File: config.mk
export PLATFORM = sky130hd
export DESIGN_NAME = tag_state_array
export DESIGN_NICKNAME = d
export VERILOG_FILES = /design/src/snoop_pkg.sv /design/src/tag_state_array.sv
export SDC_FILE = /design/constraint.sdc
export NUM_CORES = 2
export LEC_CHECK = 0
export BUFFER_PORTS_ARGS = -buffer_cell sky130_fd_sc_hd__clkbuf_2
export CAP_MARGIN = 20
export CORE_AREA = 2 2 459 461
export DETAILED_ROUTE_END_ITERATION = 8
export DIE_AREA = 0 0 461 463
export SLEW_MARGIN = 0
export SYNTH_ARGS = -nofsm -noshare
export SYNTH_HDL_FRONTEND = slang
export SYNTH_SLANG_ARGS = --single-unit
export TNS_END_PERCENT = 10
File: constraint.sdc
create_clock -name clk_i -period 3.1 [get_ports clk_i]
set_input_delay 0.465 -clock clk_i [delete_from_list [all_inputs] [get_ports clk_i]]
set_output_delay 0.465 -clock clk_i [all_outputs]
set_load 0.005 [all_outputs]
File: src/snoop_pkg.sv
`default_nettype none

package snoop_pkg;

  // bus and line geometry
  localparam int unsigned ADDR_W   = 32;
  localparam int unsigned LINE_W   = 128;
  localparam int unsigned BEAT_W   = 64;
  localparam int unsigned OFFSET_W = 4;

  // AC snoop types served by the cache, anything else is an error
  typedef enum logic [3:0] {
    READ_ONCE     = 4'd0,
    READ_SHARED   = 4'd1,
    READ_UNIQUE   = 4'd7,
    CLEAN_INVALID = 4'd9
  } snoop_e;

  // CR response bits, msb first
  typedef struct packed {
    logic dataTransfer;
    logic passDirty;
    logic isShared;
    logic error;
  } cr_resp_t;

  // per-line state flags
  typedef struct packed {
    logic valid;
    logic dirty;
    logic shared;
  } line_flags_t;

  // same word seen as named flags or as a raw vector for masking
  typedef union packed {
    line_flags_t flags;
    logic [2:0]  bits;
  } line_state_u;

endpackage

`default_nettype wire

File: src/tag_state_array.sv
`default_nettype none

module tag_state_array #(
  parameter int unsigned WAYS    = 4,
  parameter int unsigned INDEX_W = 4,
  localparam int unsigned TAG_W  = snoop_pkg::ADDR_W - INDEX_W - snoop_pkg::OFFSET_W,
  localparam int unsigned WAY_W  = (WAYS > 1) ? $clog2(WAYS) : 1
) (
  input  logic                          clk_i,
  input  logic                          rst_ni,
  // fill port
  input  logic                          fill_valid_i,
  input  logic [snoop_pkg::ADDR_W-1:0]  fill_addr_i,
  input  logic [WAY_W-1:0]              fill_way_i,
  input  logic                          fill_dirty_i,
  input  logic                          fill_shared_i,
  // snoop port
  input  logic                          lookup_req_i,
  input  logic [INDEX_W-1:0]            lookup_index_i,
  input  logic [TAG_W-1:0]              lookup_tag_i,
  output logic                          lookup_gnt_o,
  output logic [WAYS-1:0]               hit_way_o,
  output logic                          hit_dirty_o,
  output logic                          hit_shared_o,
  input  logic                          flag_we_i,
  input  logic [WAYS-1:0]               flag_way_i,
  input  snoop_pkg::line_state_u        flag_mask_i,
  input  snoop_pkg::line_state_u        flag_value_i
);
  import snoop_pkg::*;

  localparam int unsigned SETS = 1 << INDEX_W;

  logic [TAG_W-1:0]   tag_mem   [SETS][WAYS];
  line_state_u        state_mem [SETS][WAYS];
  logic [INDEX_W-1:0] fill_index;
  logic [TAG_W-1:0]   fill_tag;
  line_flags_t        fill_flags;
  logic [WAYS-1:0]    hit;
  logic [WAYS-1:0]    dirty_vec;
  logic [WAYS-1:0]    shared_vec;

  assign fill_index = fill_addr_i[OFFSET_W +: INDEX_W];
  assign fill_tag   = fill_addr_i[ADDR_W-1 -: TAG_W];

  assign fill_flags.valid  = 1'b1;
  assign fill_flags.dirty  = fill_dirty_i;
  assign fill_flags.shared = fill_shared_i;

  // fill has the arrays this cycle, snoop side waits
  assign lookup_gnt_o = (lookup_req_i || flag_we_i) && !fill_valid_i;

  always_comb begin
    for (int w = 0; w < WAYS; w++) begin
      hit[w]        = state_mem[lookup_index_i][w].flags.valid &&
                      (tag_mem[lookup_index_i][w] == lookup_tag_i);
      dirty_vec[w]  = state_mem[lookup_index_i][w].flags.dirty;
      shared_vec[w] = state_mem[lookup_index_i][w].flags.shared;
    end
  end

  always_ff @(posedge clk_i) begin
    if (fill_valid_i) begin
      tag_mem[fill_index][fill_way_i] <= fill_tag;
    end
  end

  always_ff @(posedge clk_i or negedge rst_ni) begin
    if (!rst_ni) begin
      for (int s = 0; s < SETS; s++) begin
        for (int w = 0; w < WAYS; w++) begin
          state_mem[s][w] <= '0;
        end
      end
    end else if (fill_valid_i) begin
      state_mem[fill_index][fill_way_i].flags <= fill_flags;
    end else if (flag_we_i) begin
      // masked update, untouched flags keep their value
      for (int w = 0; w < WAYS; w++) begin
        if (flag_way_i[w]) begin
          state_mem[lookup_index_i][w].bits <=
            (state_mem[lookup_index_i][w].bits & ~flag_mask_i.bits) |
            (flag_value_i.bits & flag_mask_i.bits);
        end
      end
    end
  end

  always_ff @(posedge clk_i or negedge rst_ni) begin
    if (!rst_ni) begin
      hit_way_o    <= '0;
      hit_dirty_o  <= 1'b0;
      hit_shared_o <= 1'b0;
    end else if (lookup_req_i && lookup_gnt_o) begin
      hit_way_o    <= hit;
      hit_dirty_o  <= |(hit & dirty_vec);
      hit_shared_o <= |(hit & shared_vec);
    end
  end

endmodule

`default_nettype wire

==> impl_metrics.tcl <==
set metrics [dict create \
    layout-drive-gt1-share_pct 26.5 \
    endpoint "hit_shared_o$_DFFE_PN0P_" \
    dr.pass1.iters 6 \
    die_area_um2 213000 \
    avgSynthCellArea_um2 16.9 \
    finClkSkew_ns 0.0307 \
    hold_class "primary input to flip-flop" \
    critical_path.max_fanout 3 \
    synth.most_common_cell "edfxtp_1" \
    crit_family "compound AO/OA/AOI/OAI gates" \
    fin_nets 5017 \
    cap_violations 0 \
    critPathMaxStageDelay_ns 0.52 \
    clkTransAtPathRegs_ns 0.06 \
    status "finished, violations left" \
    root_buffer "clkbuf_16" \
    slew_headroom_pct 26.7 \
    rows 168 \
    reg2reg_slack_ns -0.03 \
    worstPathCellList "mux4_2, mux2i_4, xnor2_2, a2111oi_2, buf_4, nand4_1, a22o_1, nor4_4, buf_4, a22oi_2, o211ai_1" \
    cp_slowest_cell "mux4_2" \
    cts_tree "yes" \
    finalWirelength_um 227000 \
    clk_latency_ns 0.84 \
    synthFlopType "edfxtp_1" \
    grt.total_usage_pct 20.9 \
    cp.depth 11 \
    synth_cell_types 69 \
    startpoint_type "flip-flop" \
    cts-buffers-inserted 182 \
    fin_util_pct 41.6 \
    place_hpwl_um 147000 \
    fin_ws_ns -0.0260 \
    fin_crit_ns 3.13 \
    overflow 0 \
    fp.dieH_um 463 \
    synth_cells 4310 \
    antenna_found_initial 10 \
    syn2layout_area_growth_pct 19.5 \
    worst-setup-path-type "flip-flop to flip-flop" \
    multi_input_area_um2 19900 \
    synth_nets 4389 \
    cts.sinks 1734 \
    vias 44300 \
    final_cells 7891 \
    ys_top_cells_by_area "edfxtp_1 63%, mux4_2 12%, dfrtp_1 6.8%" \
    setup_viol 3 \
    clk_path_buf_depth 3 \
    finalHoldViolCount 0 \
    synth_area_leader_cell "edfxtp_1" \
    synth-async-reset-ratio_pct 11.4 \
    antenna_left 0 \
    yosysWarnings 0 \
    worstSetupEndpointType "flip-flop" \
    min_from "fill_addr_i[19]" \
    preCtsSetupSlack_ns -1.16 \
    cp_num_buf_inv 2 \
    yosysSeqAreaShare_pct 70.3 \
    grt_start_max_net_pins 75 \
    rr_startpoint "tag_mem[11][56]$_DFFE_PP_" \
    placed_area_um2 81000 \
    synthTopCellsByCount "1536 x edfxtp_1, 430 x a21oi_1, 380 x mux4_2, 374 x nor2_1, 232 x mux2i_1" \
    ys_ff_latch 1734 \
    io_buffer_count 81 \
    powerDensity_nw_per_um2 598 \
    crit_top_cell "buf_4" \
    r2r-end "hit_shared_o$_DFFE_PN0P_" \
    htreeDepth 4 \
    viasPerCell 5.62 \
    arrival_ns 3.85 \
    fillers 18700 \
    fin_hold_ws_ns 0.112 \
    yosys.area.top_type_share_pct 63.5 \
    start_util_pct 34.8 \
    leakage_nw 29.9 \
    worstMarginPinSlew_ns 1.10 \
    gp_congestion 0.914 \
    drtIter0Drc 5810 \
    grt_pass1_wl_um 321000 \
    ios 86 \
    wl_per_cell_um 28.8 \
    synth_edf_count 1536 \
    crit_required_ns 3.82 \
    max_freq_mhz 320 \
    fin_crit_sh_pct 101 \
    core_um2 209000 \
    tns_ns -0.0510 \
    drc_errors 0 \
    reg2reg_depth 11 \
    final_design_area_no_fill_um2 86800 \
    syn_area_um2 72700 \
    ir_drop_v 0.000579 \
    slew_viol_final 0 \
    dpl.cell_count 7558 \
    grt_pass1_vias 43700 \
    p_total_mw 51.9 \
    seqCellArea_um2 51100 \
    die_x_um 461 \
    crit_path_start "tag_mem[11][56]$_DFFE_PP_" \
    failed_checks "negative setup slack" \
]
-- flip-flops by register name (all words and copies together) (netlist names) --
name	flops
hit_dirty_o	1
hit_shared_o	1
hit_way_o	4
tag_mem	1536
state_mem	192
-- power by group --
| part | total (mW) | switching [mW] | internal (mW) |
|---|---|---|---|
| clock network | 20.8 | 9.20 | 11.6 |
| registers | 26.3 | 0.300 | 26.0 |
| logic | 4.85 | 2.83 | 2.02 |
-- timing repair --
action / 4_1_cts / 5_1_grt
hold buffers: 1 / 0
endpoints found under the hold margin: 66 / 0
setup endpoints to repair: 4 / 4
buffers inserted: 1 / 0
pin swaps: 3 / 7
resized for setup: 7 / 20
-- logic make-up (layout without fill, tap and decap cells) --
logic type             Yosys count  count (layout)  synth area share (%)
AO/OA/AOI/OAI                  812             812                  6.91
XOR/XNOR                        93              93                  1.12
buffers and inverters          336            1108                  2.45
flip-flops                    1734            1734                  70.3
multiplexers                   627             627                  15.2
other                            0               4                     0
AND/OR/NAND/NOR                708             708                  4.00
-- cell usage in the layout, fill, tap and decap left out, types with 12 or more instances in the layout --
cell,Yosys,final
mux2_2,15,14
clkbuf_1,86,48
buf_12,0,102
edfxtp_1,1536,1536
nor3_1,28,26
mux4_2,380,380
o21a_1,66,66
o21ai_0,48,46
clkbuf_2,2,76
nor2_1,374,373
a21oi_1,430,430
a31oi_1,12,12
o211ai_1,73,73
dfrtp_1,198,198
nand2_1,222,222
clkbuf_16,0,183
mux2i_1,232,230
a221oi_1,24,24
clkinv_1,11,60
inv_1,77,77
clkinv_2,0,19
nand2b_1,13,12
buf_4,41,503
a22oi_1,49,48
xnor2_1,84,83
nor2b_1,16,14
o22ai_1,24,24
-- per-layer routing --
layer  routed length, um  part of all wire (%)  GRT usage, %  up-vias
met5                  26                 0.011             0        -
met3               20800                   9.2          3.95      374
met2              107000                    47          33.2     2242
li1                    -                     -             -    18400
met4                7090                   3.1          6.66        4
met1               92000                    41          29.1    23300
-- how the worst min path moves through the flow --
stage	to	slack [ns]	cells after the start
after global routing	tag_mem[12][11]$_DFFE_PP_	0.11	1
after floorplan	hit_dirty_o$_DFFE_PN0P_	0.17	0
final	tag_mem[14][11]$_DFFE_PP_	0.11	1
after CTS	tag_mem[14][68]$_DFFE_PP_	0.11	2
after global placement	hit_way_o[2]$_DFFE_PN0P_	0.46	2
after detailed placement	hit_way_o[2]$_DFFE_PN0P_	0.46	2
-- layout make-up --
type	instances	share of cell area, %
antenna	4	0.0115
clock buffer	231	5.48
clock inverter	97	1.01
inverter	91	0.398
multi-input combinational	2240	23.0
sequential	1734	58.8
tap	2805	4.04
timing repair buffer	689	7.28
Note: power is estimated with default switching activity, not from simulation.
