[config.mk]
export PLATFORM = sky130hd
export DESIGN_NAME = cd_beat_sender
export DESIGN_NICKNAME = d
export VERILOG_FILES = /design/src/snoop_pkg.sv /design/src/cd_beat_sender.sv
export SDC_FILE = /design/constraint.sdc
export NUM_CORES = 1
export LEC_CHECK = 0
export ABC_AREA = 1
export BUFFER_PORTS_ARGS = -buffer_cell sky130_fd_sc_hd__buf_2
export CAP_MARGIN = 20
export CORE_MARGIN = 5
export CORE_UTILIZATION = 48
export DETAILED_ROUTE_END_ITERATION = 7
export PLACE_DENSITY = 0.8
export SETUP_SLACK_MARGIN = 0.1
export SKIP_CTS_REPAIR_TIMING = 1
export SLEW_MARGIN = 40
export SYNTH_ARGS = -nofsm -noshare
export SYNTH_HDL_FRONTEND = slang
export SYNTH_SLANG_ARGS = --single-unit
export TNS_END_PERCENT = 20
[constraint.sdc]
create_clock -name clk_i -period 1.1 [get_ports clk_i]
set_input_delay 0.165 -clock clk_i [delete_from_list [all_inputs] [get_ports clk_i]]
set_output_delay 0.165 -clock clk_i [all_outputs]
set_load 0.05 [all_outputs]
[src/snoop_pkg.sv]
`default_nettype none

package snoop_pkg;

  // bus and line geometry
  localparam int unsigned ADDR_W   = 32;
  localparam int unsigned LINE_W   = 128;
  localparam int unsigned BEAT_W   = 64;
  localparam int unsigned OFFSET_W = 4;

  // AC snoop types served by the cache, anything else is an error
  typedef enum logic [3:0] {
    READ_ONCE     = 4'd0,
    READ_SHARED   = 4'd1,
    READ_UNIQUE   = 4'd7,
    CLEAN_INVALID = 4'd9
  } snoop_e;

  // CR response bits, msb first
  typedef struct packed {
    logic dataTransfer;
    logic passDirty;
    logic isShared;
    logic error;
  } cr_resp_t;

  // per-line state flags
  typedef struct packed {
    logic valid;
    logic dirty;
    logic shared;
  } line_flags_t;

  // same word seen as named flags or as a raw vector for masking
  typedef union packed {
    line_flags_t flags;
    logic [2:0]  bits;
  } line_state_u;

endpackage

`default_nettype wire

[src/cd_beat_sender.sv]
`default_nettype none

module cd_beat_sender (
  input  logic                          clk_i,
  input  logic                          rst_ni,
  input  logic                          load_i,
  input  logic [snoop_pkg::LINE_W-1:0]  line_i,
  output logic                          cd_valid_o,
  output logic [snoop_pkg::BEAT_W-1:0]  cd_data_o,
  output logic                          cd_last_o,
  input  logic                          cd_ready_i,
  output logic                          done_o
);
  import snoop_pkg::*;

  logic [LINE_W-1:0] line_q;
  logic              beat_q;
  logic              valid_q;

  // lower half goes first
  assign cd_valid_o = valid_q;
  assign cd_data_o  = beat_q ? line_q[LINE_W-1 -: BEAT_W] : line_q[BEAT_W-1:0];
  assign cd_last_o  = beat_q;
  assign done_o     = valid_q && cd_ready_i && beat_q;

  always_ff @(posedge clk_i) begin
    if (load_i) begin
      line_q <= line_i;
    end
  end

  always_ff @(posedge clk_i or negedge rst_ni) begin
    if (!rst_ni) begin
      valid_q <= 1'b0;
      beat_q  <= 1'b0;
    end else if (load_i) begin
      valid_q <= 1'b1;
      beat_q  <= 1'b0;
    end else if (valid_q && cd_ready_i) begin
      valid_q <= !beat_q;
      beat_q  <= !beat_q;
    end
  end

endmodule

`default_nettype wire

==> results of run 1 <==
==> layer usage <==
| layer | vias up | track usage (%) | wire length, um |
|---|---|---|---|
| li1 | 1881 | - | - |
| met4 | 0 | 11.7 | 1180 |
| met3 | 93 | 7.34 | 1920 |
| met5 | - | 0 | 0 |
| met2 | 354 | 32.1 | 10800 |
| met1 | 2118 | 18.5 | 6260 |
==> layout make-up <==
type	count	share of cell area, %
Clock buffer	22	4.94
Clock inverter	10	1.72
Inverter	2	0.164
Multi-Input combinational cell	202	13.7
Sequential cell	130	42.4
Tap cell	133	1.81
Timing Repair Buffer	347	35.2
==> worst min-delay path by stage <==
stage	startpoint	to	slack, ns
after detailed placement	rst_ni	cd_valid_o$_DFFE_PN0P_	-0.05
after global placement	rst_ni	cd_valid_o$_DFFE_PN0P_	-0.04
final	cd_ready_i	cd_last_o$_DFFE_PN0P_	0.17
after global routing	load_i	line_q[83]$_DFFE_PP_	0.16
after floorplan	rst_ni	cd_last_o$_DFFE_PN0P_	-0.13
after CTS	rst_ni	cd_valid_o$_DFFE_PN0P_	-0.60
==> stage by stage <==
step / hold WS, ns / power, uW / cells / area [sq um] / utilization, %
CTS: -0.596 / 15100 / 709 / 7000 / 71.9
finish: 0.171 / 17000 / 846 / 9180 / 94.3
global placement: -0.0425 / 9270 / 677 / 6380 / 65.6
global route: 0.156 / 17500 / 846 / 9180 / 94.3
floorplan: -0.131 / 8490 / 349 / 5220 / -
detailed placement: -0.0470 / 9350 / 677 / 6380 / 65.6
==> registers in the layout (all words and copies together), names as in the netlist <==
signal and cells:
line_q 128, cd_valid_o 1, cd_last_o 1
==> placed cells by master, fill, tap and decap left out <==
cell / netlist / routed
nand2_4: 0 / 50
buf_4: 2 / 4
nand2_1: 199 / 102
clkbuf_1: 2 / 3
inv_1: 1 / 1
clkinvlp_4: 0 / 3
nand3_1: 1 / 1
clkinv_2: 0 / 3
clkbuf_8: 0 / 3
buf_6: 7 / 14
buf_12: 0 / 8
buf_2: 4 / 130
bufinv_16: 0 / 4
dlygate4sd3_1: 0 / 133
dfrtp_2: 0 / 1
clkbuf_16: 0 / 19
nor2_4: 0 / 1
dfrtp_1: 2 / 1
inv_8: 0 / 1
edfxtp_1: 128 / 128
nand2_2: 0 / 47
nor2_1: 2 / 1
buf_8: 0 / 55
==> power by group through the flow <==
stage / Clock [uW] / Combinational (uW) / Sequential [uW]
final: 5940 / 4980 / 6080
after global routing: 6220 / 5150 / 6100
after floorplan: 0 / 2400 / 6090
after global placement: 0 / 3200 / 6080
after detailed placement: 0 / 3260 / 6090
after CTS: 5810 / 3280 / 5990
==> worst max-delay path, stage by stage (launching register included) <==
cell,delay (ns)
dfrtp_2,0.49
inv_8,0.15
buf_6,0.16
nand2_1,0.12
nand2_4,0.10
buf_6,0.15
==> cell families (layout without fill, tap and decap cells) <==
| kind of cell | count (synthesis) | after routing | synth area share, % |
|---|---|---|---|
| buffers and inverters | 17 | 381 | 2.69 |
| DFF | 130 | 130 | 81.4 |
| and+or+nand+nor | 202 | 202 | 15.9 |
==> results.md, run 1 <==
* Clk_lat worst skew at 0.53 ns
* Vias per inst at 5.26
* Setup slack, reg-to-reg at -0.04 ns
* Initial antenna violation count at 0
* Port Buffers at just under 200
* Max-slew headroom at between 70% and 80%
* GRT Overall Usage at 18.6%
* Final nets at ~830
* Routed WL per cell at 23.9 um
* CORE AREA at approximately 9700 sq um
* Outcome: finished, violations left
* Final ANT Viol Nets at 0
* Sequential power share at 35.7%
* Hpwl dp at between 8 and 9 mm
* Yosys Warn Count at 0
* Via count at about 4,400
* Measured slew at the worst slew-check pin at 0.303 ns
* Clock buffer depth at 2
* Failing checks: negative setup slack
* Reg clk slew, reported paths at 0.06 ns
* Io pins at 199
* Clock Root Buffer: clkbuf_8
* Htree depth at 4
* Yosys cell types at 11
* Final slew viol count at 0
* Pin count of the biggest net entering global routing at between 40 and 50
* Crit share post-route at 170%
* Setup CP Type: register to output pin
* DR pass1 iterations at 5
* # diodes at 0
* Wire length of the first global-routing pass at ~16 mm
* Multi-input logic area at between 1000 and 1500 sq um
* Critical Path Source: cd_last_o$_DFFE_PN0P_
* Leakage power at slightly below 0.004 uW
* Post-synth ARST share at 1.54%
* Power share of the clock group at 35.0%
* Register area at between 3000 and 4000 sq um
* Row Count at 36
* Internal at between 10,000 and 15,000 uW
* Final setup fails at 68
* Count leader, synth: nand2_1
* DIE WIDTH at approximately 110 um
* Psw at roughly 5300 uW
* CP Launch Type: register
* Total Wirelength at around 20 mm
* RSZ-0062 raised after global routing: true
* Top_reg_cell synth: edfxtp_1
* Number of DRC markers in iteration 0 at ~320
* Sequential share of the synthesized area at 81.4%
* Top post-synthesis cells by area: edfxtp_1, nand2_1, buf_6
* Post-Syn Nets at around 480
* Reg2Reg Depth at 4
* TritonCTS Buffers at 17
* Synthesized instance count at about 350
* Setup Skew at approximately 0.0096 ns
* GP Congestion at between 0.8 and 0.9
* Pre-CTS WS at -0.284 ns
* Final min period at ~1.9 ns
* Worst-path maximum fanout at 7
* CP Capture Type: output pin
* Clk sinks at 130
* Post-Route Setup TNS at -46.67 ns
* Worst EP arrival at around 1.7 ns
* CTS tree: built
* Synthesized area per cell at about 14 sq um
* Setup WS post-layout at -0.769 ns
* Reg2reg end: cd_last_o$_DFFE_PN0P_
* Max-Cap Viols at 0
* Die area at between 10,000 and 15,000 sq um
* Setup crit end: cd_data_o[38]
* Initial core utilization at between 40% and 50%
* Peak Freq at approximately 530 MHz
* FF+latch count, synth at 130
* RR Startpoint: cd_last_o$_DFFE_PN0P_
* Number of synthesized flops with an enable pin at 128
* Layout cell share with drive strength beyond 1 at about half
* Most frequent cells after synthesis: nand2_1, edfxtp_1, buf_6
* Fillcell total at 256
* Peak supply drop at ~1800 uV
* Worst Hold Class: input pin to register
* Synth-to-Final Area Change at 91.9%
* Dominant cell type by area after synthesis: edfxtp_1
* Hold depth at 4
* CP required at 0.94 ns
* Final hold vios at 0
* Netlist Area Pre-Place at around 4800 sq um
* Switch share at 31.1%
* Chip height at about 110 um
* Post-synth top area share at approximately four fifths
* Drt drc at 0
* Pwr per Cell Area at approximately 1900 nW/um^2
* Overflow left after global routing at 0
* Logic pwr share at about 29%
* Vias in the first global route at between 3,000 and 4,000
(Power assumes the default switching activity.)
==> inputs of run 2 (changes only) <==
Settings changed: CORE_UTILIZATION 48 to 51, CTS_CLUSTER_SIZE set to 8, PLACE_DENSITY 0.8 to 0.84.
Clock period 1.1 ns to 2.23 ns, I/O delays scaled along.
==> run 2 against run 1 <==
- the run now ends clean
- register-to-register slack improved by 1.2 ns
- final cell count fell by 13%
- largest cell class unchanged
- critical path type unchanged
- non-clock buffer count fell by 84
==> results.md, run 2 (synthesis gave the netlist of run 1 again) <==
* Routed WL per cell at 16.0 um (-33%)
* Placed Instances at 649 (-4.1%)
* Setup WS post-layout at 0.235 ns (+1.00 ns)
* Hold Crit Start: line_i[115]
* Worst EP arrival at 1.66 ns (-0.04 ns)
* Leakage power at 0.00328 uW (-17%)
* Wire length of the first global-routing pass at 16.0 mm (-2.7%)
* Hpwl dp at 7.30 mm (-9.0%)
* Clock buffer depth at 2 (unchanged)
* Max-slew headroom at 76.8% (-3.0 points)
* Worst-path maximum fanout at 42 (+35)
* Number of DRC markers in iteration 0 at 229 (-28%)
* Crit share post-route at 89.5%
* Post-Route Setup TNS at 0 ns (+46.67 ns)
* Peak supply drop at 795 uV (-56%)
* TritonCTS Buffers at 17 (unchanged)
* Pwr per Cell Area at 1060 nW/um^2 (-43%)
* Setup CP Type: register to output pin
* DIE WIDTH at 107 um (-2.7%)
* Overflow left after global routing at 0 (unchanged)
* RSZ-0062 raised after global routing: false
* Crit path max-delay cell type: dfrtp_2
* DR pass1 iterations at 4 (-1)
* Most used cell, CP: nand2_1
* Pre-CTS WS at 0.556 ns (+0.840 ns)
* Total Wirelength at 11.8 mm (-42%)
* Synth-to-Final Area Change at 49.7%
* Worst Hold Class: input pin to register
* Final hold vios at 0 (unchanged)
* Final min period at approximately 2.0 ns
* Final slew viol count at 0 (unchanged)
* CP Cell Sequence: inv_2 > buf_12 > nand2_1 > nand2_1 > buf_2
* Peak Freq at approximately 500 MHz
* RR Startpoint: cd_last_o$_DFFE_PN0P_
* CP required at 1.90 ns (+0.96 ns)
* CP Launch Type: register
* Final nets at 748 (-10%)
* Final ANT Viol Nets at 0 (unchanged)
* Outcome: finished clean
* Hold Worst Slack at 0.0189 ns (-0.152 ns)
* CORE AREA at 9200 sq um (-5.5%)
* Measured slew at the worst slew-check pin at 0.349 ns (+0.0453 ns)
* GRT Overall Usage at 18.3% (-0.29 points)
* CP Capture Type: output pin
* Row Count at 35 (-2.8%)
* Drt drc at 0 (unchanged)
* Vias per inst at 4.80 (-8.7%)
* Clk sinks at 130 (unchanged)
* Crit path buf inv count at 3 (unchanged)
* Layout cell share with drive strength beyond 1 at 37.4% (-11 points)
* Reg clk slew, reported paths at 0.06 ns (about the same)
* Vias in the first global route at 3,317 (-8.2%)
* Initial core utilization at 52.0% (+2.8 points)
* Via count at 3,552 (-20%)
* Reg with most FFs: line_q
* Clk_lat worst skew at 0.48 ns (-0.05 ns)
* Chip height at 107 um (-2.7%)
* Port Buffers at 198 (unchanged)
* Worst path max stage delay at 0.43 ns (-0.06 ns)
* Pin count of the biggest net entering global routing at 67 (+56%)
* CP delay by family, top: buffers and inverters
* Commonest non-fill, non-tap cell in the layout: nand2_1
* Initial antenna violation count at 0 (unchanged)
* Clock Root Buffer: clkbuf_8
* Final setup fails at 0 (-100%)
* GP Congestion at 0.787 (-3.4%)
* Die area at 11,400 sq um (-5.4%)
* CTS tree: built
* Htree depth at 4 (unchanged)
* Most frequent cells in the layout: nand2_1, buf_2, edfxtp_1
* Final non-filler cell total at 740 (-13%)
* Max FFs per register at 128 (unchanged)
* Io pins at 199 (unchanged)
* Critical Path Source: cd_last_o$_DFFE_PN0P_
* Max-Cap Viols at 0 (unchanged)
* Setup Skew at 0.0000595 ns (-0.00954 ns)
* Final Util at 77.9% (-16 points)
run 2: cell types whose count changed in the layout (fill, tap and decap cells not counted), sizes merged:
| cell | change |
|---|---|
| dlygate4sd3 | -74 |
| buf | -9 |
| clkbuf | -6 |
| bufinv | +3 |
| clkinv | +2 |
| clkinvlp | -2 |
| diode | +1 |
| inv | +1 |
run 2: path summary, 6_finish.rpt:
kind / endpoint / slack [ns] / depth (start not counted)
max reg2reg: cd_valid_o$_DFFE_PN0P_ / 1.19 / 4
min in group asynchronous: cd_last_o$_DFFE_PN0P_ / 0.18 / 2
max: cd_data_o[44] / 0.23 / 5
max in group asynchronous: cd_last_o$_DFFE_PN0P_ / 1.94 / 2
min: line_q[115]$_DFFE_PP_ / 0.02 / 1
min reg2reg: cd_valid_o$_DFFE_PN0P_ / 0.54 / 2
run 2: power by group:
group	leakage [uW]	internal [uW]	switching, uW
clock network	0.000323	2150	985
registers	0.00127	2900	57.7
logic	0.00168	392	1090
run 2: layout make-up:
cell class / count / area [sq um]
Tap cell: 111 / 139
Antenna cell: 1 / 2.50
Clock inverter: 14 / 260
Clock buffer: 17 / 414
Multi-Input combinational cell: 202 / 759
Timing Repair Buffer: 263 / 1680
Inverter: 2 / 7.51
Fill cell: 537 / 2040
Sequential cell: 130 / 3890
run 2: per-layer routing:
layer	vias to the layer above	track usage (%)	routed length, um
met2	180	31.3	6410
met5	-	0	0
li1	1711	-	-
met1	1637	20.8	4220
met3	24	6.98	888
met4	0	7.12	289
run 2: worst reg2reg max path: stages (launching register included):
cell     delay, ns
dfrtp_2       0.39
buf_8         0.27
nand2_1       0.13
nand2_1       0.07
nand2_1       0.06
run 2: through the flow:
step,instance area (sq um),total power [uW]
floorplan,4780,3980
global placement,5860,4350
detailed placement,5860,4390
CTS,6540,7510
global route,7160,7870
finish,7160,7580
==> inputs of run 3 (changes only) <==
Settings changed: CORE_UTILIZATION 51 to 48, PLACE_DENSITY 0.84 to 0.8, SLEW_MARGIN 40 to 10.
Clock period 2.23 ns to 2.15 ns, I/O delays scaled along.
==> run 3 against run 2 <==
- global-route usage decreased by 0.73 points
- first-iteration DRC count increased by 25%
- non-clock buffer count increased by 69
- largest power group is now sequential cells
==> results.md, run 3 (synthesis gave the netlist of run 1 again) <==
* Die area at 12,100 sq um (+5.7%)
* CP Capture Type: output pin
* Psw at 2200 uW (+3.0%)
* Internal at 5000 uW (-8.1%)
* RR Startpoint: cd_last_o$_DFFE_PN0P_
* Hpwl dp at 7.28 mm (-0.25%)
* CORE AREA at 9730 sq um (+5.8%)
* Sequential power share at 42.7% (+3.6 points)
* Clock Root Buffer: clkbuf_8
* Chip height at 110 um (+2.8%)
* TritonCTS Buffers at 17 (unchanged)
* DR pass1 iterations at 5 (+1)
* Clk sinks at 130 (unchanged)
* Peak supply drop at 559 uV (-30%)
* Final min period at 2.05 ns
* Port Buffers at 198 (unchanged)
* Max-Cap Viols at 0 (unchanged)
* Final hold vios at 0 (unchanged)
* CP Cell Sequence: inv_2 > clkbuf_16 > nand2_1 > nand2_1 > buf_2
* Initial core utilization at 49.2% (-2.8 points)
* Power share of the clock group at 33.7% (-7.7 points)
* Clk_lat worst skew at 0.49 ns (about the same)
* Final nets at 817 (+9.2%)
* Setup CP Type: register to output pin
* DP Area at 5900 sq um (+0.64%)
* Final slew viol count at 0 (unchanged)
* Drt drc at 0 (unchanged)
* Max FFs per register at 128 (unchanged)
* Reg with most FFs: line_q
* Final setup fails at 0 (unchanged)
* Worst-path maximum fanout at 32 (-24%)
* Leakage power at 0.00350 uW (+6.6%)
* Routed WL per cell at 17.4 um (+9.0%)
* Commonest non-fill, non-tap cell in the layout: nand2_1
* Final ANT Viol Nets at 0 (unchanged)
* Measured slew at the worst slew-check pin at 0.326 ns (-0.0227 ns)
* GP Congestion at 0.788 (+0.10%)
* Io pins at 199 (unchanged)
* Initial antenna violation count at 0 (unchanged)
* CTS tree: built
* Switch share at 30.5% (+2.4 points)
* Number of DRC markers in iteration 0 at 287 (+25%)
* Via count at 3,949 (+11%)
* Hold Crit Start: cd_ready_i
* Row Count at 36 (+2.9%)
* Worst path max stage delay at 0.42 ns (about the same)
* Total Wirelength at 14.4 mm (+22%)
* Pwr per Cell Area at 930 nW/um^2 (-12%)
* Worst EP arrival at 1.73 ns (+0.07 ns)
* CP Launch Type: register
* Logic pwr share at 23.6% (+4.0 points)
* Highest Signal Layer: met4
* Pre-CTS WS at 0.605 ns (+0.0486 ns)
* Wire length on met3 at 1.06 mm (+19%)
* Reg clk slew, reported paths at 0.05 ns (about the same)
* Worst Hold Class: input pin to register
* Most frequent cells in the layout: nand2_1, buf_2, dlygate4sd3_1
* # diodes at 0 (-1)
* WL met2 at 7.93 mm (+24%)
* Design area at 7740 sq um (+8.1%)
* Synth-to-Final Area Change at 61.8%
* Crit path max-delay cell type: dfrtp_2
* Overflow left after global routing at 0 (unchanged)
* Pin count of the biggest net entering global routing at 69 (+3.0%)
* GRT Overall Usage at 17.6% (-0.73 points)
* Setup Skew at 0.0000481 ns (-0.0000113 ns)
* Vias in the first global route at 3,337 (+0.60%)
* Setup WS post-layout at 0.0984 ns (-0.136 ns)
* Crit share post-route at 95.4%
* Clock buffer depth at 2 (unchanged)
* DIE WIDTH at 110 um (+2.8%)
* Peak Freq at around 490 MHz
* CP required at 1.83 ns (-0.07 ns)
* Vias per inst at 4.77 (-0.64%)
* Critical Path Source: cd_last_o$_DFFE_PN0P_
* Layout cell share with drive strength beyond 1 at 32.7% (-4.8 points)
* Outcome: finished clean
* Post-Route Setup TNS at 0 ns (unchanged)
* Wire length of the first global-routing pass at 15.5 mm (-2.8%)
* Most used cell, CP: nand2_1
* RSZ-0062 raised after global routing: true
* Metal-1 WL at 5.01 mm (+19%)
* Max-slew headroom at 78.3% (+1.5 points)
* Htree depth at 4 (unchanged)
run 3: power groups by stage:
stage          logic, uW  registers, uW  clock network (uW)
6_report            1700           3070                2430
5_1_grt             1790           3090                2590
4_1_cts             1450           3070                2450
3_5_place_dp        1440           3120                   0
3_3_place_gp        1420           3110                   0
2_1_floorplan       1010           3120                   0
run 3: per-layer routing:
| metal | up-vias | track usage [%] |
|---|---|---|
| met1 | 1849 | 19.4 |
| li1 | 1848 | - |
| met4 | 0 | 7.75 |
| met2 | 213 | 30.2 |
| met5 | - | 0 |
| met3 | 39 | 6.52 |
run 3: worst paths after layout:
path	endpoint	slack, ns	depth (start not counted)
setup / recovery	cd_data_o[46]	0.1	5
hold reg to reg	cd_valid_o$_DFFE_PN0P_	0.55	2
min in group asynchronous	cd_last_o$_DFFE_PN0P_	0.16	2
hold / removal	cd_valid_o$_DFFE_PN0P_	0.11	4
max in group asynchronous	cd_last_o$_DFFE_PN0P_	1.87	2
setup reg to reg	cd_last_o$_DFFE_PN0P_	1.11	4
run 3: stage by stage:
stage / power (uW) / hold WS, ns / util (%) / cells
floorplan: 4130 / 0.0269 / - / 349
global placement: 4530 / 0.115 / 60.7 / 669
detailed placement: 4560 / 0.111 / 60.7 / 669
CTS: 6970 / -0.429 / 65.7 / 698
global route: 7470 / 0.129 / 79.5 / 828
finish: 7200 / 0.114 / 79.5 / 828
run 3: cell type report:
| class | count | area [sq um] |
|---|---|---|
| flip-flops and latches | 130 | 3890 |
| multi-input cells | 202 | 759 |
| fillers | 526 | 1990 |
| inverters | 2 | 7.51 |
| well taps | 133 | 166 |
| clock inverters | 10 | 71.3 |
| repair buffers | 332 | 2420 |
| clock buffers | 19 | 422 |
run 3: critical path: cells and delay by family, from the launching register on:
| kind | cells | cell delay, ns |
|---|---|---|
| flops | 1 | 0.42 |
| simple gates | 2 | 0.17 |
| buf+inv | 3 | 0.63 |
