<file path="src/snoop_pkg.sv">
`default_nettype none

package snoop_pkg;

  // bus and line geometry
  localparam int unsigned ADDR_W   = 32;
  localparam int unsigned LINE_W   = 128;
  localparam int unsigned BEAT_W   = 64;
  localparam int unsigned OFFSET_W = 4;

  // AC snoop types served by the cache, anything else is an error
  typedef enum logic [3:0] {
    READ_ONCE     = 4'd0,
    READ_SHARED   = 4'd1,
    READ_UNIQUE   = 4'd7,
    CLEAN_INVALID = 4'd9
  } snoop_e;

  // CR response bits, msb first
  typedef struct packed {
    logic dataTransfer;
    logic passDirty;
    logic isShared;
    logic error;
  } cr_resp_t;

  // per-line state flags
  typedef struct packed {
    logic valid;
    logic dirty;
    logic shared;
  } line_flags_t;

  // same word seen as named flags or as a raw vector for masking
  typedef union packed {
    line_flags_t flags;
    logic [2:0]  bits;
  } line_state_u;

endpackage

`default_nettype wire

</file>
<file path="src/snoop_ctrl.sv">
`default_nettype none

module snoop_ctrl #(
  parameter int unsigned WAYS    = 4,
  parameter int unsigned INDEX_W = 4,
  localparam int unsigned TAG_W  = snoop_pkg::ADDR_W - INDEX_W - snoop_pkg::OFFSET_W
) (
  input  logic                          clk_i,
  input  logic                          rst_ni,
  input  logic                          bypass_i,
  // AC channel
  input  logic                          ac_valid_i,
  input  logic [snoop_pkg::ADDR_W-1:0]  ac_addr_i,
  input  snoop_pkg::snoop_e             ac_snoop_i,
  output logic                          ac_ready_o,
  // array lookup
  output logic                          lookup_req_o,
  output logic [INDEX_W-1:0]            lookup_index_o,
  output logic [TAG_W-1:0]              lookup_tag_o,
  input  logic                          lookup_gnt_i,
  input  logic [WAYS-1:0]               hit_way_i,
  input  logic                          hit_dirty_i,
  input  logic                          hit_shared_i,
  // state write
  output logic                          flag_we_o,
  output logic [WAYS-1:0]               flag_way_o,
  output snoop_pkg::line_state_u        flag_mask_o,
  output snoop_pkg::line_state_u        flag_value_o,
  // CR channel
  output logic                          cr_valid_o,
  output snoop_pkg::cr_resp_t           cr_resp_o,
  input  logic                          cr_ready_i,
  // CD sender
  output logic                          cd_load_o,
  input  logic                          cd_done_i,
  // status
  output logic                          invalidate_o,
  output logic [snoop_pkg::ADDR_W-1:0]  invalidate_addr_o,
  output logic                          busy_o
);
  import snoop_pkg::*;

  localparam logic [2:0] ST_IDLE   = 3'd0;
  localparam logic [2:0] ST_LOOKUP = 3'd1;
  localparam logic [2:0] ST_EVAL   = 3'd2;
  localparam logic [2:0] ST_SHARED = 3'd3;
  localparam logic [2:0] ST_INVAL  = 3'd4;
  localparam logic [2:0] ST_CR     = 3'd5;
  localparam logic [2:0] ST_CD     = 3'd6;

  logic [2:0]         state_q, state_d;
  cr_resp_t           resp_q, resp_d;
  logic [WAYS-1:0]    way_q, way_d;
  logic [INDEX_W-1:0] index_q;
  logic [TAG_W-1:0]   tag_q;
  snoop_e             snoop_q;
  logic               snoop_known;

  assign snoop_known = ac_snoop_i inside {READ_ONCE, READ_SHARED, READ_UNIQUE, CLEAN_INVALID};

  assign busy_o            = (state_q != ST_IDLE);
  assign lookup_index_o    = index_q;
  assign lookup_tag_o      = tag_q;
  assign flag_way_o        = way_q;
  assign cr_resp_o         = resp_q;
  assign invalidate_addr_o = {tag_q, index_q, {OFFSET_W{1'b0}}};

  always_comb begin
    state_d      = state_q;
    resp_d       = resp_q;
    way_d        = way_q;
    ac_ready_o   = 1'b0;
    lookup_req_o = 1'b0;
    flag_we_o    = 1'b0;
    flag_mask_o  = '0;
    flag_value_o = '0;
    cr_valid_o   = 1'b0;
    cd_load_o    = 1'b0;
    invalidate_o = 1'b0;

    case (state_q)
      ST_IDLE: begin
        if (ac_valid_i) begin
          ac_ready_o = 1'b1;
          resp_d     = '0;
          if (bypass_i) begin
            state_d = ST_CR;
          end else if (snoop_known) begin
            state_d = ST_LOOKUP;
          end else begin
            resp_d.error = 1'b1;
            state_d      = ST_CR;
          end
        end
      end

      ST_LOOKUP: begin
        // fills win the arrays, so this may take a while
        lookup_req_o = 1'b1;
        if (lookup_gnt_i) begin
          state_d = ST_EVAL;
        end
      end

      ST_EVAL: begin
        way_d = hit_way_i;
        if (|hit_way_i) begin
          case (snoop_q)
            READ_ONCE: begin
              resp_d.dataTransfer = 1'b1;
              resp_d.isShared     = hit_shared_i;
              state_d             = ST_CR;
            end
            READ_SHARED: begin
              resp_d.dataTransfer = 1'b1;
              resp_d.isShared     = 1'b1;
              state_d             = ST_SHARED;
            end
            READ_UNIQUE: begin
              resp_d.dataTransfer = 1'b1;
              resp_d.passDirty    = hit_dirty_i;
              state_d             = ST_INVAL;
            end
            default: begin
              // clean invalid, data only when dirty
              resp_d.dataTransfer = hit_dirty_i;
              resp_d.passDirty    = hit_dirty_i;
              state_d             = ST_INVAL;
            end
          endcase
        end else begin
          // miss keeps the all-zero response
          state_d = ST_CR;
        end
      end

      ST_SHARED: begin
        flag_we_o                 = 1'b1;
        // shared is the lowest bit of the state word
        flag_mask_o.bits          = 3'b001;
        flag_value_o.flags.shared = 1'b1;
        if (lookup_gnt_i) begin
          state_d = ST_CR;
        end
      end

      ST_INVAL: begin
        flag_we_o        = 1'b1;
        flag_mask_o.bits = '1;
        flag_value_o     = '0;
        if (lookup_gnt_i) begin
          invalidate_o = 1'b1;
          state_d      = ST_CR;
        end
      end

      ST_CR: begin
        cr_valid_o = 1'b1;
        if (cr_ready_i) begin
          if (resp_q.dataTransfer) begin
            cd_load_o = 1'b1;
            state_d   = ST_CD;
          end else begin
            state_d = ST_IDLE;
          end
        end
      end

      ST_CD: begin
        if (cd_done_i) begin
          state_d = ST_IDLE;
        end
      end

      default: begin
        state_d = ST_IDLE;
      end
    endcase
  end

  always_ff @(posedge clk_i or negedge rst_ni) begin
    if (!rst_ni) begin
      state_q <= ST_IDLE;
      resp_q  <= '0;
      way_q   <= '0;
    end else begin
      state_q <= state_d;
      resp_q  <= resp_d;
      way_q   <= way_d;
    end
  end

  // request details, taken on acceptance
  always_ff @(posedge clk_i) begin
    if (ac_ready_o) begin
      index_q <= ac_addr_i[OFFSET_W +: INDEX_W];
      tag_q   <= ac_addr_i[ADDR_W-1 -: TAG_W];
      snoop_q <= ac_snoop_i;
    end
  end

endmodule

`default_nettype wire

</file>
<file path="config.mk">
export PLATFORM = sky130hd
export DESIGN_NAME = snoop_ctrl
export DESIGN_NICKNAME = d
export VERILOG_FILES = /design/src/snoop_pkg.sv /design/src/snoop_ctrl.sv
export SDC_FILE = /design/constraint.sdc
export NUM_CORES = 1
export LEC_CHECK = 0
export BUFFER_PORTS_ARGS = -buffer_cell sky130_fd_sc_hd__buf_2
export CORE_MARGIN = 3
export CORE_UTILIZATION = 42
export DETAILED_ROUTE_END_ITERATION = 10
export PLACE_DENSITY_LB_ADDON = 0.15
export SLEW_MARGIN = 20
export SYNTH_ARGS = -nofsm -noshare
export SYNTH_HDL_FRONTEND = slang
export SYNTH_SLANG_ARGS = --single-unit
export TNS_END_PERCENT = 50
</file>
<file path="constraint.sdc">
create_clock -name clk_i -period 2.6 [get_ports clk_i]
set_input_delay 0.65 -clock clk_i [delete_from_list [all_inputs] [get_ports clk_i]]
set_output_delay 0.65 -clock clk_i [all_outputs]
set_load 0.01 [all_outputs]
</file>
==> impl_metrics.toml, run 1 <==
[worst_setup_path]
r2r_cells = 4
critPathBufInv = 1
cp_max_fo = 15
worstPathCellList = "nand2b_1 > nor2_1 > or2_2 > buf_2"
slowest_stage = "dfrtp_1"
crit_type = "register to output port"
crit_start = "state_q[2]"
crit_cells = 4
cp_data_arrival_time_ps = 1670
critical_path_required_ps = 1950
cp-start-kind = "register"
crit_end = "flag_mask_o[0]"
cp_top_family = "flip-flops"
reg2reg_from = "state_q[2]"
critical_path.max_stage_delay_ps = 640
r2r_end = "lookup_tag_o[22]"
rrSetupSlack_ps = 760
endpoint_kind = "output port"

[timing]
setup_tns_ps = 0
fin_ws_ps = 278
slew_violations = 0
setup_violations = 0
fin_crit_ps = 2320
rsz0062_at_grt = "no"
tightest_slew_ps = 664
holdWs_ps = 226
post-route-period-util_pct = 89.3
fin_skew_ps = 4.08
slew_headroom_pct = 55.3
hold_viol_final = 0
fmax_mhz = 431

[yosys]
synth_area_leader_cell = "edfxtp_1"
synthCells = 160
ys_warn_count = 0
async_reset_ff_share_pct = 25.6
synth_area_per_cell_um2 = 12.6
ys_ff_latch = 43
synth_ff_type = "edfxtp_1"
syn_area_mm2 = 0.00201
synth_area_leaders = "edfxtp_1 (48%), buf_4 (14%), dfrtp_1 (14%), nor3_1 (2.5%), mux2_2 (2.2%)"
synth_cell_types = 39
synth_top_cells_by_count = "buf_4 (37), edfxtp_1 (32), dfrtp_1 (11), nor3_1 (10)"
synth_top_area_share_pct = 47.7
yosys.cell_count.top_type = "buf_4"
synth-edff-count = 32
yosysSeqAreaShare_pct = 61.4

[drt]
drc = 0
post_drt_wl_per_cell_um = 13.0
ant_nets = 0
drt-vias-per-instance = 4.90
firstDrtPassIters = 4
num_vias = 1505
drtIter0Drc = 93
wl_um = 3990

[clock_tree]
cts_tree = "built"
post-cts-setup-buffers = 0
cts.sinks = 43
clk_path_buf_depth = 2
ctsResizeCount = 0
cts.clk_slew.worst_paths_ps = 70
hold_buffers = 0
clk_latency_ps = 280
cts_root_buffer = "clkbuf_8"
htreeDepth = 2
cts_buffers = 5

[status]
status = "completed"

[placement]
gp_congestion = 0.852
hpwl_um = 3100
place_ws_ps = 581
io_buffers = 119

[grt]
antenna_found_initial = 0
grt_max_degree = 34
grt_pass1_wl_um = 5950
busiest_layer = "met2"
overflow = 0
met1_usage_pct = 18.3
first_global_vias = 1315
grtUsageMet2_pct = 22.6
grt_use_total_pct = 14.2
use_met3_pct = 3.34

[floorplan]
io-pin-count = 130
dieArea_mm2 = 0.00566
die_h_um = 75.3
core_area_mm2 = 0.00450
die_w_um = 75.3
floorplan.initialDensity_pct = 44.7
row_count = 24

[pwr]
p_leak_nw = 1.16
cellPowerDensity_mw_per_mm2 = 942
max-vdd-ir-drop_v = 0.000563

[cells_and_area]
nFillCells = 403
nNetsFinal = 303
drive_above_1_share_pct = 54.5
area_growth_pct = 24.8
n_antenna_cell = 0

[min_path]
min-delay-path-class = "primary input to asynchronous set/reset pin"

[flow_run]
drv_cap = 0
-- layout make-up --
type	instances	area (um2)	share of cell area, %
multi-input cells	78	488	19.4
repair buffers	122	618	24.6
flip-flops and latches	43	1240	49.2
clock inverters	1	5.00	0.199
well taps	52	65.1	2.59
clock buffers	7	86.3	3.43
inverters	4	15.0	0.597
-- worst register-to-register path, cell delays in order, from the launching register on --
cell	delay (ps)
dfrtp_1	550
nor3_1	300
nand2_1	160
inv_1	100
buf_4	360
-- worst min path at each step --
stage / slack [ps] / endpoint / cells past startpoint / from
2_1_floorplan: 350 / cr_resp_o[0] / 0 / rst_ni
3_3_place_gp: 460 / cr_resp_o[0] / 2 / cr_resp_o[0]
3_5_place_dp: 480 / cr_resp_o[1] / 1 / cr_resp_o[1]
4_1_cts: 220 / flag_way_o[0] / 1 / rst_ni
5_1_grt: 230 / flag_way_o[3] / 1 / rst_ni
6_report: 230 / cr_resp_o[0] / 1 / rst_ni
-- stage by stage --
stage          cell area, um2  power (mW)  utilization, %  instances
3_3_place_gp             2420        1.97            53.8        299
3_5_place_dp             2420        1.98            53.8        299
6_report                 2510        2.37            55.8        307
4_1_cts                  2510        2.41            55.8        307
2_1_floorplan            2030        1.71               -        165
5_1_grt                  2510        2.55            55.8        307
-- flip-flops by register name (all words and copies together), names as in the netlist --
register        count
cr_resp_o           4
flag_way_o          4
lookup_index_o      4
lookup_tag_o       24
snoop_q             4
state_q             3
-- placed cells by master, fill, tap and decap left out, types with 3 or more instances in the layout --
master    count
conb_1        6
nor3_1       10
dfrtp_1      11
a21oi_1       5
nand2b_1      3
clkbuf_8      6
inv_1         4
edfxtp_1     32
buf_2       119
nand2_1       6
o21ai_0       7
nor2_1        7
buf_4         3
mux2_2        4
-- kinds of logic (layout without fill, tap and decap cells) --
kind of cell | Yosys count | in the layout | share of synthesized area, %
buffers and inverters | 44 | 134 | 15.3
AND/OR/NAND/NOR | 43 | 43 | 12.5
flip-flops | 43 | 43 | 61.4
AO/OA/AOI/OAI | 24 | 24 | 7.76
other | 1 | 6 | 0.186
multiplexers | 5 | 5 | 2.79
-- power by group --
group / internal (mW) / switching [mW] / total [mW]
Clock: 0.214 / 0.203 / 0.417
Combinational: 0.393 / 0.506 / 0.899
Sequential: 0.934 / 0.118 / 1.05
Total: 1.54 / 0.827 / 2.37
-- routing by layer --
layer / routed length [um] / vias to the layer above
li1: - / 725
met1: 1740 / 693
met2: 1790 / 82
met3: 389 / 5
met4: 64 / 0
met5: 0 / -
Note: power is estimated with default switching activity, not from simulation.
==> run 2, diff against run 1 <==
--- a/config.mk
+++ b/config.mk
@@ -8,7 +8,9 @@
 export BUFFER_PORTS_ARGS = -buffer_cell sky130_fd_sc_hd__buf_2
 export CORE_MARGIN = 3
 export CORE_UTILIZATION = 42
+export CTS_BUF_LIST = sky130_fd_sc_hd__clkbuf_16
 export DETAILED_ROUTE_END_ITERATION = 10
+export MAX_ROUTING_LAYER = met4
 export PLACE_DENSITY_LB_ADDON = 0.15
 export SLEW_MARGIN = 20
 export SYNTH_ARGS = -nofsm -noshare
==> run 2 against run 1 <==
  * Die area unchanged
  * Via count down 0.73%
  * Wire length down 0.63%
  * Power up 6.4%
  * Highest routed layer unchanged
==> impl_metrics.toml, run 2 (synthesis gave the netlist of run 1 again) <==
[cells_and_area]
final_cell_mix = "buf_2 (119), edfxtp_1 (32), dfrtp_1 (11)"
n_antenna_cell = 0
final_common_cell = "buf_2"
fin_util_pct = 56.8
largest_register_ffs = 24
area_growth_pct = 27.1
drive_above_1_share_pct = 54.1
nNetsFinal = 303

[grt]
first_global_vias = 1319
grt_pass1_wl_um = 5920
grt_use_total_pct = 14.3
grt_max_degree = 34
antenna_found_initial = 0
overflow = 0

[worst_setup_path]
cp_max_fo = 15
crit_type = "register to output port"
rrSetupSlack_ps = 760
r2r_end = "lookup_tag_o[21]"
critical_path_required_ps = 1950
cp-start-kind = "register"
crit_end = "flag_mask_o[0]"
reg2reg_from = "state_q[0]"
cp_data_arrival_time_ps = 1650
crit_start = "state_q[2]"
endpoint_kind = "output port"
r2r_cells = 5

[clock_tree]
cts.clk_slew.worst_paths_ps = 60
hold_buffers = 0
clk_path_buf_depth = 2
htreeDepth = 2
cts_tree = "built"
clk_latency_ps = 270
post-cts-setup-buffers = 0
cts_buffers = 5
cts.sinks = 43
cts_root_buffer = "clkbuf_16"
ctsResizeCount = 0

[drt]
firstDrtPassIters = 4
drt-vias-per-instance = 4.87
post_drt_wl_per_cell_um = 12.9
ant_nets = 0
drc = 0
wl_um = 3960
drtIter0Drc = 90
num_vias = 1494

[placement]
gp_congestion = 0.865
io_buffers = 119
hpwl_um = 3100

[floorplan]
die_h_um = 75.3
io-pin-count = 130
core_area_mm2 = 0.00450
row_count = 24
die_w_um = 75.3
dieArea_mm2 = 0.00566
floorplan.initialDensity_pct = 44.7

[timing]
slew_violations = 0
setup_violations = 0
fin_crit_ps = 2300
tightest_slew_ps = 664
rsz0062_at_grt = "no"
fin_skew_ps = 6.48
fmax_mhz = 435
slew_headroom_pct = 55.3
hold_viol_final = 0
setup_tns_ps = 0
post-route-period-util_pct = 88.4

[status]
status = "completed"

[min_path]
min-delay-path-class = "primary input to asynchronous set/reset pin"

[pwr]
cellPowerDensity_mw_per_mm2 = 984
p_leak_nw = 1.19
max-vdd-ir-drop_v = 0.000774

[flow_run]
drv_cap = 0
[run 2: cell types whose count changed in the layout (fill, tap and decap cells not counted), sizes merged]
cell / previous run / this run
clkbuf: 7 / 5
clkinv: 1 / 2
inv: 4 / 5
[run 2: worst min-delay path by stage]
stage / startpoint / end / slack [ps] / cells after the start
finish: rst_ni / flag_way_o[0] / 240 / 1
global route: rst_ni / flag_way_o[3] / 260 / 1
CTS: rst_ni / flag_way_o[0] / 250 / 1
detailed placement: cr_resp_o[1] / cr_resp_o[1] / 480 / 1
global placement: cr_resp_o[0] / cr_resp_o[0] / 460 / 2
floorplan: rst_ni / cr_resp_o[0] / 350 / 0
[run 2: critical path, cell delays in order (launching register included)]
cell,delay (ps)
dfrtp_1,630
nand2b_1,240
nor2_1,70
or2_2,300
buf_2,140
[run 2: where the power goes]
part	total [mW]	internal [mW]	switching [mW]	leakage, nW
Combinational	0.899	0.393	0.506	0.684
Sequential	1.05	0.936	0.118	0.431
Clock	0.566	0.346	0.219	0.0724
[run 2: metal layers]
metal	track usage [%]	vias up	routed length [um]
met5	-	-	0
met3	3.34	5	409
met1	18.1	680	1720
li1	-	725	-
met4	4.08	0	31
met2	23.0	84	1800
[run 2: final cells by class]
class / instances / area, um2
inverters: 4 / 15.0
flip-flops and latches: 43 / 1240
clock buffers: 5 / 125
well taps: 52 / 65.1
repair buffers: 122 / 618
fillers: 396 / 1940
multi-input cells: 78 / 488
clock inverters: 3 / 12.5
[run 2: metrics by stage]
| stage | power (mW) | hold WS (ps) | worst slack [ps] | instances | instance area, um2 |
|---|---|---|---|---|---|
| floorplan | 1.71 | 354 | 440 | 165 | 2030 |
| global placement | 1.97 | 464 | 593 | 299 | 2420 |
| finish | 2.52 | 243 | 302 | 307 | 2560 |
| detailed placement | 1.98 | 484 | 581 | 299 | 2420 |
| CTS | 2.55 | 251 | 287 | 307 | 2560 |
| global route | 2.70 | 258 | 176 | 307 | 2560 |
==> run 3, diff against run 2 <==
--- a/config.mk
+++ b/config.mk
@@ -6,12 +6,14 @@
 export NUM_CORES = 1
 export LEC_CHECK = 0
 export BUFFER_PORTS_ARGS = -buffer_cell sky130_fd_sc_hd__buf_2
+export CORE_ASPECT_RATIO = 0.9
 export CORE_MARGIN = 3
 export CORE_UTILIZATION = 42
 export CTS_BUF_LIST = sky130_fd_sc_hd__clkbuf_16
 export DETAILED_ROUTE_END_ITERATION = 10
 export MAX_ROUTING_LAYER = met4
 export PLACE_DENSITY_LB_ADDON = 0.15
+export RECOVER_POWER = 100
 export SLEW_MARGIN = 20
 export SYNTH_ARGS = -nofsm -noshare
 export SYNTH_HDL_FRONTEND = slang
==> run 3 against run 2 <==
  * Final area is 3.8% lower
  * Count of clock-buffer cells in the layout is the same
  * Die area barely moved
  * Largest power group unchanged
  * Critical path depth up 1
  * Via count shrank 0.27%
  * Largest cell class unchanged
  * Critical endpoint is now ac_ready_o
  * Non-clock buffer count up 1
  * Combinational power fell by 9.0%
  * Final cell count is 3.6% higher
  * Core utilization decreased by 2.7 points
  * Power decreased by 2.9%
  * Sequential power is essentially flat
==> impl_metrics.toml, run 3 (synthesis gave the netlist of run 1 again) <==
[status]
status = "completed"

[pwr]
clockPowerShare_pct = 23.0
swShare_pct = 34.9
cellPowerDensity_mw_per_mm2 = 994
sequentialPowerShare_pct = 43.6
p_leak_nw = 0.950
combPwrFrac_pct = 33.4
p_sw_uw = 855
internal_power_mw = 1.59
max-vdd-ir-drop_v = 0.000639

[worst_setup_path]
cp_data_arrival_time_ps = 1670
critPathBufInv = 3
crit_cells = 5
critPathMostFrequentCell = "clkbuf_1"
r2r_cells = 5
worstPathCellList = "clkbuf_1 > nor3_1 > nand2_1 > inv_1 > clkbuf_1"
slowest_stage = "dfrtp_1"
cp_top_family = "buffers and inverters"
crit_start = "state_q[1]"
cp_max_fo = 11
reg2reg_from = "state_q[1]"
endpoint_kind = "output port"
rrSetupSlack_ps = 360
critical_path_required_ps = 1950
critical_path.max_stage_delay_ps = 440
r2r_end = "cr_resp_o[2]"
cp-start-kind = "register"
crit_end = "ac_ready_o"
crit_type = "register to output port"

[timing]
post-route-period-util_pct = 89.1
rsz0062_at_grt = "no"
setup_tns_ps = 0
slew_violations = 0
tightest_slew_ps = 928
slew_headroom_pct = 38.0
setup_violations = 0
hold_viol_final = 0
fin_crit_ps = 2320
fin_skew_ps = 2.01
fin_ws_ps = 284
fmax_mhz = 432

[clock_tree]
htreeDepth = 2
clk_path_buf_depth = 2
ctsResizeCount = 0
cts.sinks = 43
cts.clk_slew.worst_paths_ps = 50
clk_latency_ps = 270
cts_root_buffer = "clkbuf_16"
post-cts-setup-buffers = 0
cts_buffers = 5
cts_tree = "built"
hold_buffers = 0

[placement]
io_buffers = 119
place_ws_ps = 524
hpwl_um = 3380
place_area_mm2 = 0.00244
gp_congestion = 0.796

[floorplan]
io-pin-count = 130
die_w_um = 79
floorplan.initialDensity_pct = 44.3
core_area_mm2 = 0.00455
dieArea_mm2 = 0.00566
die_h_um = 71.7
row_count = 23

[drt]
drtIter0Drc = 55
ant_nets = 0
drc = 0
firstDrtPassIters = 4
num_vias = 1490
drt-vias-per-instance = 4.69
post_drt_wl_per_cell_um = 13.3
wl_um = 4220

[grt]
grt_use_total_pct = 15.4
first_global_vias = 1384
overflow = 0
grt_max_degree = 25
grt_pass1_wl_um = 6620
antenna_found_initial = 0

[cells_and_area]
final_common_cell = "clkbuf_1"
n_antenna_cell = 0
area_growth_pct = 22.2
nFillCells = 459
largest_register_ffs = 24
drive_above_1_share_pct = 21.9
nNetsFinal = 304
final_cell_mix = "clkbuf_1 (82), buf_2 (40), edfxtp_1 (32)"
final_area_mm2 = 0.00246

[min_path]
min-delay-path-class = "primary input to asynchronous set/reset pin"

[flow_run]
drv_cap = 0
[run 3: cell count changes in the layout (fill, tap and decap cells not counted), sizes merged]
cell / previous run / this run
clkinv: 2 / 1
buf: 122 / 40
inv: 5 / 6
clkbuf: 5 / 88
[run 3: layer usage]
metal	share of wire, %	vias up	routed length [um]	GRT usage, %
met5	0	-	0	-
met2	48	77	2020	25.5
met1	42	680	1760	18.9
met4	0.45	0	19	3.44
li1	-	731	-	-
met3	10	2	422	4.52
[run 3: worst min path at each step]
stage                  from            to  slack, ps
2_1_floorplan        rst_ni  cr_resp_o[0]        350
3_3_place_gp   cr_resp_o[1]  cr_resp_o[1]        470
3_5_place_dp   cr_resp_o[0]  cr_resp_o[0]        480
4_1_cts              rst_ni    state_q[1]        260
5_1_grt              rst_ni  cr_resp_o[3]        440
6_report             rst_ni    state_q[1]        380
[run 3: final cells by class]
class | count | area, um2 | area share [%]
sequential | 43 | 1240 | 50.2
timing repair buffer | 123 | 513 | 20.8
inverter | 4 | 15.0 | 0.610
multi-input combinational | 78 | 483 | 19.6
tap | 62 | 77.6 | 3.15
clock buffer | 5 | 125 | 5.08
clock inverter | 3 | 12.5 | 0.508
[run 3: per-stage QoR]
stage | utilization (%) | cells | total power [mW] | hold WS (ps)
finish | 54.2 | 318 | 2.45 | 378
floorplan | - | 165 | 1.71 | 354
detailed placement | 53.7 | 310 | 1.99 | 482
global route | 54.2 | 318 | 2.63 | 439
CTS | 56.7 | 318 | 2.56 | 255
global placement | 53.7 | 310 | 1.98 | 469
[run 3: power groups by stage]
stage	clock network (mW)	logic [mW]	registers, mW
after global placement	0	0.910	1.07
after CTS	0.580	0.918	1.06
final	0.562	0.818	1.07
after global routing	0.614	0.913	1.10
after detailed placement	0	0.919	1.07
after floorplan	0	0.613	1.10
